==> config.mk <==
export PLATFORM = sky130hd
export DESIGN_NAME = patram_fetcher_flat
export DESIGN_NICKNAME = d
export VERILOG_FILES = /design/src/hdl/tile_mem_pkg.sv /design/src/hdl/row_geometry_if.sv /design/src/hdl/patram_fetcher.sv /design/src/flat_wrapper.sv
export VERILOG_INCLUDE_DIRS = /design/src /design/src/hdl
export SDC_FILE = /design/constraint.sdc
export NUM_CORES = 1
export LEC_CHECK = 0
export BUFFER_PORTS_ARGS = -buffer_cell sky130_fd_sc_hd__clkbuf_2
export CAP_MARGIN = 30
export CORE_ASPECT_RATIO = 1.25
export CORE_MARGIN = 2
export CORE_UTILIZATION = 44
export CTS_BUF_LIST = sky130_fd_sc_hd__clkbuf_2 sky130_fd_sc_hd__clkbuf_4 sky130_fd_sc_hd__clkbuf_8
export CTS_CLUSTER_SIZE = 10
export DETAILED_ROUTE_END_ITERATION = 12
export PLACE_DENSITY = 0.92
export SYNTH_ARGS = -nofsm -noshare
export SYNTH_HDL_FRONTEND = slang
export SYNTH_SLANG_ARGS = --single-unit
==> constraint.sdc <==
create_clock -name clk -period 2.6 [get_ports clk]
set_input_delay 0.39 -clock clk [delete_from_list [all_inputs] [get_ports clk]]
set_output_delay 0.39 -clock clk [all_outputs]
set_load 0.05 [all_outputs]
==> src/hdl/tile_engine_macros.svh <==
/* Widths, counts and tile-entry field positions for the tile engine.
 * Included by the packages and by every RTL module that sizes a port or a buffer.
 */
`ifndef TILE_ENGINE_MACROS_SVH
`define TILE_ENGINE_MACROS_SVH

// Word and address widths
`define TILE_ENTRY_W     16
`define MEM_WORD_W       64
`define TILRAM_ADDR_W    11
`define PATRAM_ADDR_W    12
`define PIXEL_ADDR_W     9
`define SLOT_W           6      // Slot index into the row buffers

// Counts per prepared row
`define TILE_CHUNKS      11     // Tile RAM reads, four entries each
`define TILE_SLOTS       44
`define TILE_BUF_DEPTH   16     // Tile-entry buffer words
`define ROW_BUF_DEPTH    64     // Pattern store slots

// Tile entry fields
`define PAT_BASE_MSB     15
`define PAT_BASE_LSB     6
`define PALETTE_MSB      5
`define PALETTE_LSB      2
`define YMIR_BIT         1
`define XMIR_BIT         0
`endif

==> src/hdl/tile_mem_pkg.sv <==
/* Word layouts of the two external memories seen by the tile engine.
 * Tile RAM words hold four tile entries, Pattern RAM words hold two pixel rows.
 */
`default_nettype none

`include "tile_engine_macros.svh"

package tile_mem_pkg;

    // ================================================
    // Tile RAM word
    // ================================================
    // Entry k of a word read for chunk c is tile 4*c+k
    typedef union packed {
        logic [`MEM_WORD_W-1:0]                 raw;
        logic [3:0][`TILE_ENTRY_W-1:0]          entry;    // entry[0] in bits 15:0
    } tile_ram_word_u;

    // ================================================
    // Pattern RAM word
    // ================================================
    // rows[0] is the even pixel row (low half), rows[1] the odd one
    // Pixel p of a row sits in nibble p, so pixel 0 is leftmost on screen
    typedef union packed {
        logic [`MEM_WORD_W-1:0]                 raw;
        logic [1:0][7:0][3:0]                   rows;
    } pattern_word_u;

endpackage : tile_mem_pkg

`default_nettype wire

==> src/hdl/row_geometry_if.sv <==
/* Per-row scroll geometry, driven by the top level and read by the fetchers
 * and the pixel row buffer. Values are combinational from scroll and next_row.
 */
`timescale 1ns/100ps
`default_nettype none

interface row_geometry_if;

    logic [5:0] tilerow;          // Pixel row bits 8:3, tile row in Tile RAM
    logic [1:0] pair_sel;         // Pixel row bits 2:1, row pair in a pattern
    logic       row_lsb;          // Pixel row bit 0, even or odd row of the pair
    logic [5:0] tile_scroll_x;    // First visible tile column
    logic [2:0] pixel_scroll_x;   // Pixel offset inside that tile

    modport src  (output tilerow, pair_sel, row_lsb, tile_scroll_x, pixel_scroll_x);

    modport sink (input  tilerow, pair_sel, row_lsb, tile_scroll_x, pixel_scroll_x);

endinterface : row_geometry_if

`default_nettype wire

==> src/hdl/patram_fetcher.sv <==
/* Walks the 44 buffered tile slots and fetches two pattern rows for each one.
 * Three-stage pipeline: entry read, Pattern RAM address, mirrored write to the
 * pixel row buffer. Pulses patterns_done after the last write.
 */
`timescale 1ns/100ps
`default_nettype none

`include "tile_engine_macros.svh"

module patram_fetcher import tile_mem_pkg::*; (
    input  logic                        clk,
    input  logic                        rst_n,
    row_geometry_if.sink                geom,
    input  logic                        tiles_done,
    input  logic [`TILE_ENTRY_W-1:0]    entry,
    output logic [`SLOT_W-1:0]          slot_fetch,
    output logic [`PATRAM_ADDR_W-1:0]   patram_addr,
    input  pattern_word_u               patram_rddata,
    output logic [`SLOT_W-1:0]          wr_slot,
    output pattern_word_u               wr_word,
    output logic                        wr_en,
    output logic                        patterns_done
);

    logic                busy;        // Stage 1 valid
    logic [`SLOT_W-1:0]  slot_cnt;
    logic                s2_valid;
    logic [`SLOT_W-1:0]  s2_slot;
    logic [1:0]          pair;        // Row pair after y-mirror
    logic                x_mir;       // Mirror bits of the stage 3 slot
    logic                y_mir;

    // Swap rows for y-mirror, reverse pixels within each row for x-mirror
    function automatic pattern_word_u mirror_word(pattern_word_u w, logic xm, logic ym);
        pattern_word_u m;
        for (int r = 0; r < 2; r++) begin
            for (int p = 0; p < 8; p++) begin
                m.rows[r ^ int'(ym)][p ^ int'({3{xm}})] = w.rows[r][p];
            end
        end
        return m;
    endfunction

    // ================================================
    // Stage 1, entry read
    // ================================================
    assign slot_fetch = slot_cnt;

    // ================================================
    // Stage 2, Pattern RAM address
    // ================================================
    // A y-mirrored tile shows row 7-r, which lives in the opposite pair
    assign pair        = entry[`YMIR_BIT] ? ~geom.pair_sel : geom.pair_sel;
    assign patram_addr = {entry[`PAT_BASE_MSB:`PAT_BASE_LSB], pair};

    // ================================================
    // Stage 3, mirrored write
    // ================================================
    assign wr_word = mirror_word(patram_rddata, x_mir, y_mir);

    always_ff @(posedge clk or negedge rst_n) begin
        if (!rst_n) begin
            busy          <= 1'b0;
            slot_cnt      <= '0;
            s2_valid      <= 1'b0;
            wr_en         <= 1'b0;
            patterns_done <= 1'b0;
        end else begin
            s2_valid      <= busy;
            wr_en         <= s2_valid;
            patterns_done <= wr_en && (wr_slot == `SLOT_W'(`TILE_SLOTS - 1));
            if (tiles_done) begin
                busy     <= 1'b1;
                slot_cnt <= '0;
            end else if (busy) begin
                slot_cnt <= slot_cnt + 1'b1;
                if (slot_cnt == `SLOT_W'(`TILE_SLOTS - 1))
                    busy <= 1'b0;
            end
        end
    end

    // Slot number and mirror bits ride along with the data
    always_ff @(posedge clk) begin
        s2_slot <= slot_cnt;
        wr_slot <= s2_slot;
        x_mir   <= entry[`XMIR_BIT];
        y_mir   <= entry[`YMIR_BIT];
    end

endmodule : patram_fetcher

`default_nettype wire

==> src/flat_wrapper.sv <==
// flat-port wrapper written by rule: the top's interface ports become plain ports
module patram_fetcher_flat import tile_mem_pkg::*;
  (clk, rst_n, tiles_done, entry, slot_fetch, patram_addr, patram_rddata, wr_slot, wr_word, wr_en, patterns_done, geom_tilerow, geom_pair_sel, geom_row_lsb, geom_tile_scroll_x, geom_pixel_scroll_x);
  row_geometry_if geom_i ();
  input  logic clk;
  input  logic rst_n;
  input  logic tiles_done;
  input  logic [`TILE_ENTRY_W-1:0] entry;
  output logic [`SLOT_W-1:0] slot_fetch;
  output logic [`PATRAM_ADDR_W-1:0] patram_addr;
  input  pattern_word_u patram_rddata;
  output logic [`SLOT_W-1:0] wr_slot;
  output pattern_word_u wr_word;
  output logic wr_en;
  output logic patterns_done;
  input wire logic [$bits(geom_i.tilerow)-1:0] geom_tilerow;
  input wire logic [$bits(geom_i.pair_sel)-1:0] geom_pair_sel;
  input wire logic [$bits(geom_i.row_lsb)-1:0] geom_row_lsb;
  input wire logic [$bits(geom_i.tile_scroll_x)-1:0] geom_tile_scroll_x;
  input wire logic [$bits(geom_i.pixel_scroll_x)-1:0] geom_pixel_scroll_x;
  assign geom_i.tilerow = geom_tilerow;
  assign geom_i.pair_sel = geom_pair_sel;
  assign geom_i.row_lsb = geom_row_lsb;
  assign geom_i.tile_scroll_x = geom_tile_scroll_x;
  assign geom_i.pixel_scroll_x = geom_pixel_scroll_x;
  patram_fetcher u_core (.clk(clk), .rst_n(rst_n), .geom(geom_i), .tiles_done(tiles_done), .entry(entry), .slot_fetch(slot_fetch), .patram_addr(patram_addr), .patram_rddata(patram_rddata), .wr_slot(wr_slot), .wr_word(wr_word), .wr_en(wr_en), .patterns_done(patterns_done));
endmodule
=== Word-level counts from Yosys, hierarchy flattened ===
Index checks and enable logic that the tools add are counted.

* Bits in read-only memories: 0
* Word-level logic and storage cells: 119
* Bits in latches: 0
* Bits in writable memories: 0
* Bits of input ports: 101
* Register bits: 24
* Memories: 0
* Output and inout bits: 90

* Eq/ne operators: 2
* Multiplexer cells: 70
* Reductions and logical operators: 12
* Multipliers: 0
* $lt $le $gt $ge: 20
* Bitwise operators: 5
* Add/sub/neg operators: 1
* Div/mod/pow operators: 0
* Shift operators: 0

{| class="wikitable"
|+ Operators by type and width
! cell !! count
|-
| $bwmux 64 || 16
|-
| $demux 32 s1 || 16
|-
| $mux 32 || 16
|-
| $demux 4 s3 || 4
|-
| $lt 3x4->1 const B || 8
|-
| $mux 4 || 8
|-
| $demux 4 s2 || 3
|-
| $ge 3x1->1 const B || 8
|-
| $eq 6x6->1 const B || 2
|-
| $mux 6 || 2
|-
| $logic_and 1x1->1 || 11
|-
| $add 6x1->6 const B || 1
|-
| $demux 4 s1 || 1
|-
| $lt 1x2->1 const B || 2
|-
| $not 2->2 || 2
|-
| $mux 1 || 3
|-
| $not 3->3 || 1
|-
| $ge 1x1->1 const B || 2
|-
| $mux 2 || 1
|-
| $not 1->1 || 2
|-
| $reduce_bool 2->1 || 1
|}

=== Longest topological paths before layout ===
Gate-level depths: netlist (run 1).

* Depth in word-level cells: 22
* Depth in mapped cells: 4
* Gate-level depth less buffers: 4

=== Least setup slack after synthesis (run 1) ===
OpenSTA, ideal clock, no wires.

* Kind: flip-flop to output port
* From: register u_core.y_mir
* To: output port wr_word[16] (netlist bit)
* Cell stages (with the launch flop): 4
* Buffers on the path: 2
* Setup slack: 0.905 ns
* Required time: 2.210 ns
* Data arrival time: 1.305 ns
* Path through: dfxtp_1 > buf_6 > buf_6 > mux4_2

{| class="wikitable"
|+ RTL lines
! element !! RTL line !! text
|-
| start: declaration || patram_fetcher.sv:31 || <nowiki>logic y_mir;</nowiki>
|-
| start signal: assignment || patram_fetcher.sv:88 || <nowiki>y_mir <= entry[`YMIR_BIT];</nowiki>
|-
| end: declaration || flat_wrapper.sv:13 || <nowiki>output pattern_word_u wr_word;</nowiki>
|}

==> results of run 1 <==
-- cells by family after synthesis --
| group | Yosys count | synth area share, % |
|---|---|---|
| muxes | 65 | 60.47 |
| buffers and inverters | 25 | 11.14 |
| DFF | 24 | 21.77 |
| and+or+nand+nor | 15 | 3.234 |
| xor gates and xnor gates | 6 | 2.156 |
| AOI/OAI and AO/OA | 3 | 0.7184 |
| adders and majority gates | 1 | 0.5133 |
-- layer usage --
metal | part of all wire (%) | wire, um
met3 | 12 | 733
met5 | 0 | 0
met4 | 1.2 | 77
met1 | 34 | 2097
met2 | 53 | 3268
-- path summary, 6_finish.rpt --
path | end | slack [ns] | cells after the start
min in group asynchronous | u_core.s2_valid | 0.51 | 2
setup reg to reg | u_core.slot_fetch[5] | 1.34 | 3
hold reg to reg | u_core.wr_slot[5] | 0.33 | 0
hold / removal | u_core.x_mir | 0.22 | 1
max in group asynchronous | u_core.slot_fetch[2] | 1.88 | 2
setup / recovery | wr_word[63] | 0.27 | 3
-- synthesized netlist by cell type --
cell	count
dfxtp_1	14
a21oi_1	1
nor2_1	6
xor2_1	5
or3_1	1
mux2i_1	1
dfrtp_1	10
buf_6	9
buf_4	12
mux4_1	6
nor3_1	1
nand4_2	1
a21o_1	1
o21ai_0	1
buf_12	4
nand2_1	3
mux4_2	58
ha_1	1
nand4b_1	1
nand4_1	2
xnor2_1	1
-- state kept, by name (all words and copies together) (netlist names) --
name,flops
u_core.s2_valid,1
u_core.slot_fetch,6
u_core.s2_slot,6
u_core.patterns_done,1
u_core.wr_en,1
u_core.y_mir,1
u_core.busy,1
u_core.x_mir,1
u_core.wr_slot,6
-- power by group through the flow --
stage / Combinational (W) / Clock [W] / Sequential, W
global placement: 0.000851 / 0 / 0.000411
global route: 0.000901 / 0.000263 / 0.000406
detailed placement: 0.000867 / 0 / 0.000412
floorplan: 0.000693 / 0 / 0.000429
CTS: 0.000869 / 0.000251 / 0.000404
finish: 0.000866 / 0.000248 / 0.000403
-- metrics by stage --
| step | area (um^2) | hold slack (ns) | setup WS (ns) |
|---|---|---|---|
| 6_report | 3134 | 0.2194 | 0.2722 |
| 5_1_grt | 3134 | 0.2099 | 0.1661 |
| 4_1_cts | 3134 | 0.2163 | 0.2516 |
| 3_5_place_dp | 3069 | 0.2680 | 0.5512 |
| 3_3_place_gp | 3069 | 0.2638 | 0.5430 |
| 2_1_floorplan | 2437 | 0.09441 | 0.9055 |
-- final cells by class --
type                       count  area, um^2  area share, %
timing repair buffer         155       828.3          26.43
tap                           64       80.08          2.555
clock buffer                   4       55.05          1.756
sequential                    24       535.5          17.09
multi-input combinational     90        1635          52.18
-- timing repair --
action | in CTS | in global routing
setup buffers | 0 | 0
hold buffers | 1 | 0
hold endpoints to repair | 10 | 0
==> run summary, run 1 <==
status: finished clean
met3 Usage GRT: 5.787%
max-cap violation count: 0
CP Launch Type: register
Worst-Skew Late Latency: 0.27 ns
post-CTS resize count: 0
RSZ-0062 raised after global routing: no
CTS tree: built
final WL: 6176 um
CP arrival: 1.94 ns
Clock Skews: 0.003449 ns
critical-path cell with the highest stage delay: mux4_1
fin util: 57.99%
Max VDD drop: 0.3802 mV
1st-iter DRT viols: 58
initial core utilization: 45.09%
die width: 70.57 um
hold path start: entry[0]
GR Util met1: 22.30%
fin crit period: 2.328 ns
RD Place Congestion: 0.7701
DRC Markers: 0
GR Layer Usage met2: 34.91%
Die Y: 87.21 um
Fin. Hold Viols: 0
Port Buffers: 150
worst hold path class: in -> reg
DP HPWL: 5105 um
row count: 30
Clock power frac: 16.4%
Crit Path Category: reg -> out
Ant. Diodes: 0
Synth area leader: mux4_2
CP Launch Point: u_core.x_mir
Via Count: 2046
total negative slack: 0 ns
CP Max Fanout: 25
max-slew violations: 0
Num CTS Buffers: 3
# IOs: 191
WL per Instance: 18.33 um
H-tree Lvls: 1
Int Power: 0.0007984 W
switching share of power: 47.39%
drt pass-1 iters: 4
type of element capturing the critical path: primary output
CTS Sinks: 24
Worst Path Buf+Inv: 2
full die area: 0.006154 mm^2
clk buf depth: 2
commonest non-fill, non-tap cell in the layout: clkbuf_2
crit-path cells: buf_12 -> mux4_1 -> clkbuf_2
family with the most delay on the worst path: multiplexers
NetSw: 0.0007193 W
Final Setup Violations: 0
measured slew at the worst slew-check pin: 0.3295 ns
Total GRT Usage: 19.37%
initial antenna violation count: 0
CP required: 2.21 ns
grt ovf: 0
Post-DRT Antenna Nets: 0
Post-Synthesis Cells: 139
RR Startpoint: u_core.busy
gr busiest metal: met2
most frequent cells in the layout: 150 x clkbuf_2, 58 x mux4_2, 12 x dfxtp_1
layout cells sized above 1: 80.22%
synth warn: 0
Cell variety after synth: 21
Synth-to-Final Area Change: 28.59%
Root Buffer: clkbuf_8
cell total after placement: 332
top post-synthesis cells by area: mux4_2 54%, dfxtp_1 11%, dfrtp_1 10%
post-route insts no fill: 337
slew margin rel.: 78.03%
fill count: 437
PD cells: 484.2 mW/mm^2
post-synth top area share: 53.59%
Logic pwr share: 57.1%
pin count of the biggest net entering global routing: 42
clock input transition at the sequential cells of the worst setup and hold paths: 0.08 ns
area of the core: 0.005405 mm^2
sequential power share: 26.6%
Design Power: 0.001518 W
vias in the first global route: 1955
DR vias/cell: 6.071
Seq/Total Area, Yosys: 21.77%
Peak Freq: 429.6 MHz
post-synthesis register bit count: 24
Post-Syn Area: 0.002437 mm^2
nets: 376
Leak Pwr: 1.422 nW
Mapped Avg Cell Area: 17.53 um^2
largest stage delay on the critical path: 0.58 ns
Final period util: 89.53%
post-synth net total: 241
first-pass GRT wire length: 9508 um
No activity file was read; power rests on OpenSTA's default activity.
==> run 2: changes to the inputs <==
- BUFFER_PORTS_ARGS: -buffer_cell sky130_fd_sc_hd__clkbuf_2 -> not set
- CORE_ASPECT_RATIO: 1.25 -> not set
- CORE_UTILIZATION: 44 -> 45
- DONT_BUFFER_PORTS: not set -> 1
- PLACE_DENSITY: 0.92 -> 0.64
==> run 2 against run 1 <==
Final cell count decreased by 41%. Sequential share of layout area up 5.1 points. Fmax is 0.20% higher. Cell area is 23% lower.
==> run summary, run 2 (synthesized netlist as in run 1, its figures left out) <==
Final period util: 89.35%
PD cells: 550.2 mW/mm^2
Ant. Diodes: 0
Design Power: 0.001331 W
DP HPWL: 4137 um
Clock power frac: 17.9%
Leak Pwr: 0.8190 nW
Synth-to-Final Area Change: -0.7700%
RD Place Congestion: 0.6733
pin count of the biggest net entering global routing: 35
clock input transition at the sequential cells of the worst setup and hold paths: 0.07 ns
CP required: 2.21 ns
CP Max Fanout: 34
# IOs: 191
Post-CTS Setup Bufs: 0
layout cells sized above 1: 58.46%
post-route setup slack: 0.2769 ns
RSZ-0062 raised after global routing: no
Root Buffer: clkbuf_8
commonest non-fill, non-tap cell in the layout: mux4_2
initial antenna violation count: 0
Post-DRT Antenna Nets: 0
vias in the first global route: 1513
Peak Freq: 430.5 MHz
total negative slack: 0 ns
CP Launch Type: register
worst hold path class: in -> reg
switching share of power: 47.07%
full die area: 0.006021 mm^2
max-slew violations: 0
1st-iter DRT viols: 62
grt ovf: 0
DR vias/cell: 7.390
most frequent cells in the layout: 58 x mux4_2, 12 x dfxtp_1, 10 x buf_4, 10 x dfrtp_1
Int Power: 0.0007044 W
NetSw: 0.0006264 W
Total GRT Usage: 16.01%
nets: 233
H-tree Lvls: 1
post-route insts no fill: 200
max-cap violation count: 0
fill count: 429
Clock Skews: 0.0009719 ns
first-pass GRT wire length: 7783 um
Max VDD drop: 0.3531 mV
Via Count: 1478
Port Buffers: 0
measured slew at the worst slew-check pin: 0.6376 ns
Fin. Hold Viols: 0
worst slack at placement: 0.5135 ns
Die Y: 77.60 um
initial core utilization: 47.12%
type of element capturing the critical path: primary output
CTS Sinks: 24
drt pass-1 iters: 4
CP arrival: 1.93 ns
DRC Markers: 0
fin crit period: 2.323 ns
cell total after placement: 195
Worst-Skew Late Latency: 0.26 ns
status: finished clean
clk buf depth: 2
die width: 77.60 um
area of the core: 0.005172 mm^2
final WL: 5071 um
Final Setup Violations: 0
slew margin rel.: 57.49%
row count: 26
sequential power share: 33.1%
Crit Path Category: reg -> out
Logic pwr share: 49.1%
Num CTS Buffers: 3
CTS tree: built
WL per Instance: 25.36 um
==> run 2: through the flow <==
stage / area [um^2] / util (%) / hold slack, ns
6_report: 2419 / 46.76 / 0.1523
5_1_grt: 2419 / 46.76 / 0.1347
4_1_cts: 2419 / 46.76 / 0.1437
3_5_place_dp: 2354 / 45.50 / 0.09458
3_3_place_gp: 2354 / 45.50 / 0.09465
2_1_floorplan: 2437 / - / 0.09441
==> run 2: area by class of cell <==
class	count	area, um^2	area share (%)
clock buffers	4	55.05	2.276
multi-input cells	90	1635	67.62
flip-flops and latches	24	535.5	22.14
well taps	70	87.58	3.621
repair buffers	12	105.1	4.346
==> run 2: path summary, 6_finish.rpt <==
kind                                 startpoint                    to  slack, ns  cells after the start
max                                u_core.x_mir           wr_word[54]       0.28                      2
min                                    entry[1]          u_core.y_mir       0.15                      0
max reg2reg                u_core.slot_fetch[2]  u_core.slot_fetch[5]       1.00                      3
min reg2reg                   u_core.s2_slot[5]     u_core.wr_slot[5]       0.33                      0
max in group asynchronous                 rst_n  u_core.slot_fetch[0]       1.76                      1
min in group asynchronous                 rst_n  u_core.patterns_done       0.52                      1
==> run 2: repair_timing <==
item | in CTS | in global routing
resized for setup | 0 | 0
hold buffers | 1 | 0
endpoints found under the hold margin | 10 | 0
==> run 2: power by group through the flow <==
stage          logic (W)  registers (W)  clock network, W
4_1_cts         0.000658       0.000442          0.000246
6_report        0.000653       0.000440          0.000238
3_5_place_dp    0.000653       0.000450                 0
2_1_floorplan   0.000693       0.000429                 0
5_1_grt         0.000671       0.000445          0.000261
3_3_place_gp    0.000648       0.000449                 0
==> run 2: layer usage <==
metal	track usage, %	part of all wire, %
met1	18.20	32
met2	30.34	57
met3	3.256	9.1
met4	4.107	1.0
met5	0	0
==> run 2: worst max-delay path, cell delays in order, from the launching register on <==
cell     delay [ns]
dfxtp_4        0.68
buf_4          0.29
mux4_2         0.69
==> run 3: changes to the inputs <==
- CORE_ASPECT_RATIO: not set -> 1.1
==> run 3 against run 2 <==
Global-route usage down 2.1 points. Worst setup slack got worse by 0.041 ns. Final cell count is 1.5% higher. Clock skew is 0.0023 ns higher. Highest routed layer unchanged.
==> run summary, run 3 (synthesized netlist as in run 1, its figures left out) <==
DP HPWL: 3904 um
GR Layer Usage met2: 26.70%
layout cells sized above 1: 57.81%
commonest non-fill, non-tap cell in the layout: mux4_2
DR vias/cell: 7.202
die width: 74.17 um
PD cells: 578.5 mW/mm^2
RSZ-0062 raised after global routing: no
vias in the first global route: 1433
Root Buffer: clkbuf_8
gr busiest metal: met2
drt pass-1 iters: 4
Peak Freq: 423.0 MHz
CP Launch Type: register
post-route insts no fill: 203
Port Buffers: 0
total negative slack: 0 ns
Post-DRT Antenna Nets: 0
row count: 28
nets: 231
clock input transition at the sequential cells of the worst setup and hold paths: 0.08 ns
Ant. Diodes: 0
type of element capturing the critical path: primary output
H-tree Lvls: 1
Final period util: 90.92%
Crit Path Category: reg -> out
Max VDD drop: 0.5271 mV
RD Place Congestion: 0.6418
cell total after placement: 198
Die Y: 81.19 um
max-slew violations: 0
WL per Instance: 23.78 um
Worst R2R Setup Slack: 0.99 ns
Num CTS Buffers: 3
final WL: 4828 um
measured slew at the worst slew-check pin: 0.6171 ns
GR Util met1: 15.22%
1st-iter DRT viols: 19
Via Count: 1462
crit-path cells: buf_4 -> mux4_2
CTS Sinks: 24
met3 Usage GRT: 3.226%
DRC Markers: 0
post-CTS resize count: 0
first-pass GRT wire length: 6534 um
Worst Path Buf+Inv: 1
CP Max Fanout: 33
largest stage delay on the critical path: 0.70 ns
pin count of the biggest net entering global routing: 43
most frequent cells in the layout: 58 x mux4_2, 12 x dfxtp_1, 10 x dfrtp_1
Synth-to-Final Area Change: -0.4619%
slew margin rel.: 58.86%
Leak Pwr: 0.8163 nW
critical-path cell with the highest stage delay: dfxtp_4
CTS tree: built
status: finished clean
max-cap violation count: 0
clk buf depth: 2
area of the core: 0.005290 mm^2
fin crit period: 2.364 ns
# IOs: 191
family with the most delay on the worst path: flip-flops
full die area: 0.006021 mm^2
initial antenna violation count: 0
Worst-Skew Late Latency: 0.26 ns
CP required: 2.21 ns
Post-CTS Setup Bufs: 0
grt ovf: 0
Total GRT Usage: 13.94%
initial core utilization: 46.07%
Final Setup Violations: 0
Clock Skews: 0.003318 ns
worst hold path class: in -> reg
Fin. Hold Viols: 0
CP arrival: 1.97 ns
## run 3: changes by cell type in the layout (fill, tap and decap cells not counted), sizes merged
cell / change
clkbuf: -1
bufinv: +1
buf: -2
## run 3: path summary, 6_finish.rpt
path,depth (start not counted),to,start
max,2,wr_word[6],u_core.x_mir
min,0,u_core.x_mir,entry[0]
max reg2reg,3,u_core.slot_fetch[5],u_core.slot_fetch[2]
min reg2reg,0,u_core.wr_slot[1],u_core.s2_slot[1]
max in group asynchronous,1,u_core.slot_fetch[4],rst_n
min in group asynchronous,1,u_core.wr_en,rst_n
## run 3: metrics by stage
step	setup WS, ns	util [%]	hold WS [ns]	instance area (um^2)	power, W
2_1_floorplan	0.9055	-	0.09441	2437	0.001122
3_3_place_gp	0.5226	44.32	0.09463	2345	0.001092
3_5_place_dp	0.4952	44.32	0.09460	2345	0.001096
4_1_cts	0.2041	45.86	0.1478	2426	0.001414
5_1_grt	0.1219	45.86	0.1333	2426	0.001454
6_report	0.2362	45.86	0.1527	2426	0.001404
## run 3: power breakdown
part           total (W)  internal, W  leakage (nW)  switching (W)
Clock           0.000316     0.000205        0.0357       0.000110
Sequential      0.000437     0.000383         0.237      0.0000542
Combinational   0.000651     0.000185         0.544       0.000466
## run 3: final cells by class
cell class | instances | area, um^2
multi-input cells | 90 | 1635
repair buffers | 10 | 90.09
clock inverters | 1 | 30.03
fillers | 465 | 2864
flip-flops and latches | 24 | 535.5
well taps | 75 | 93.84
clock buffers | 3 | 41.29
## run 3: metal layers
layer	wire length (um)	part of all wire, %
met1	1502	31
met2	2698	56
met3	561	12
met4	65	1.3
met5	0	0
## run 3: what timing repair did
item,4_1_cts,5_1_grt
endpoints found under the hold margin,10,0
hold buffers,1,0
setup endpoints to repair,0,0
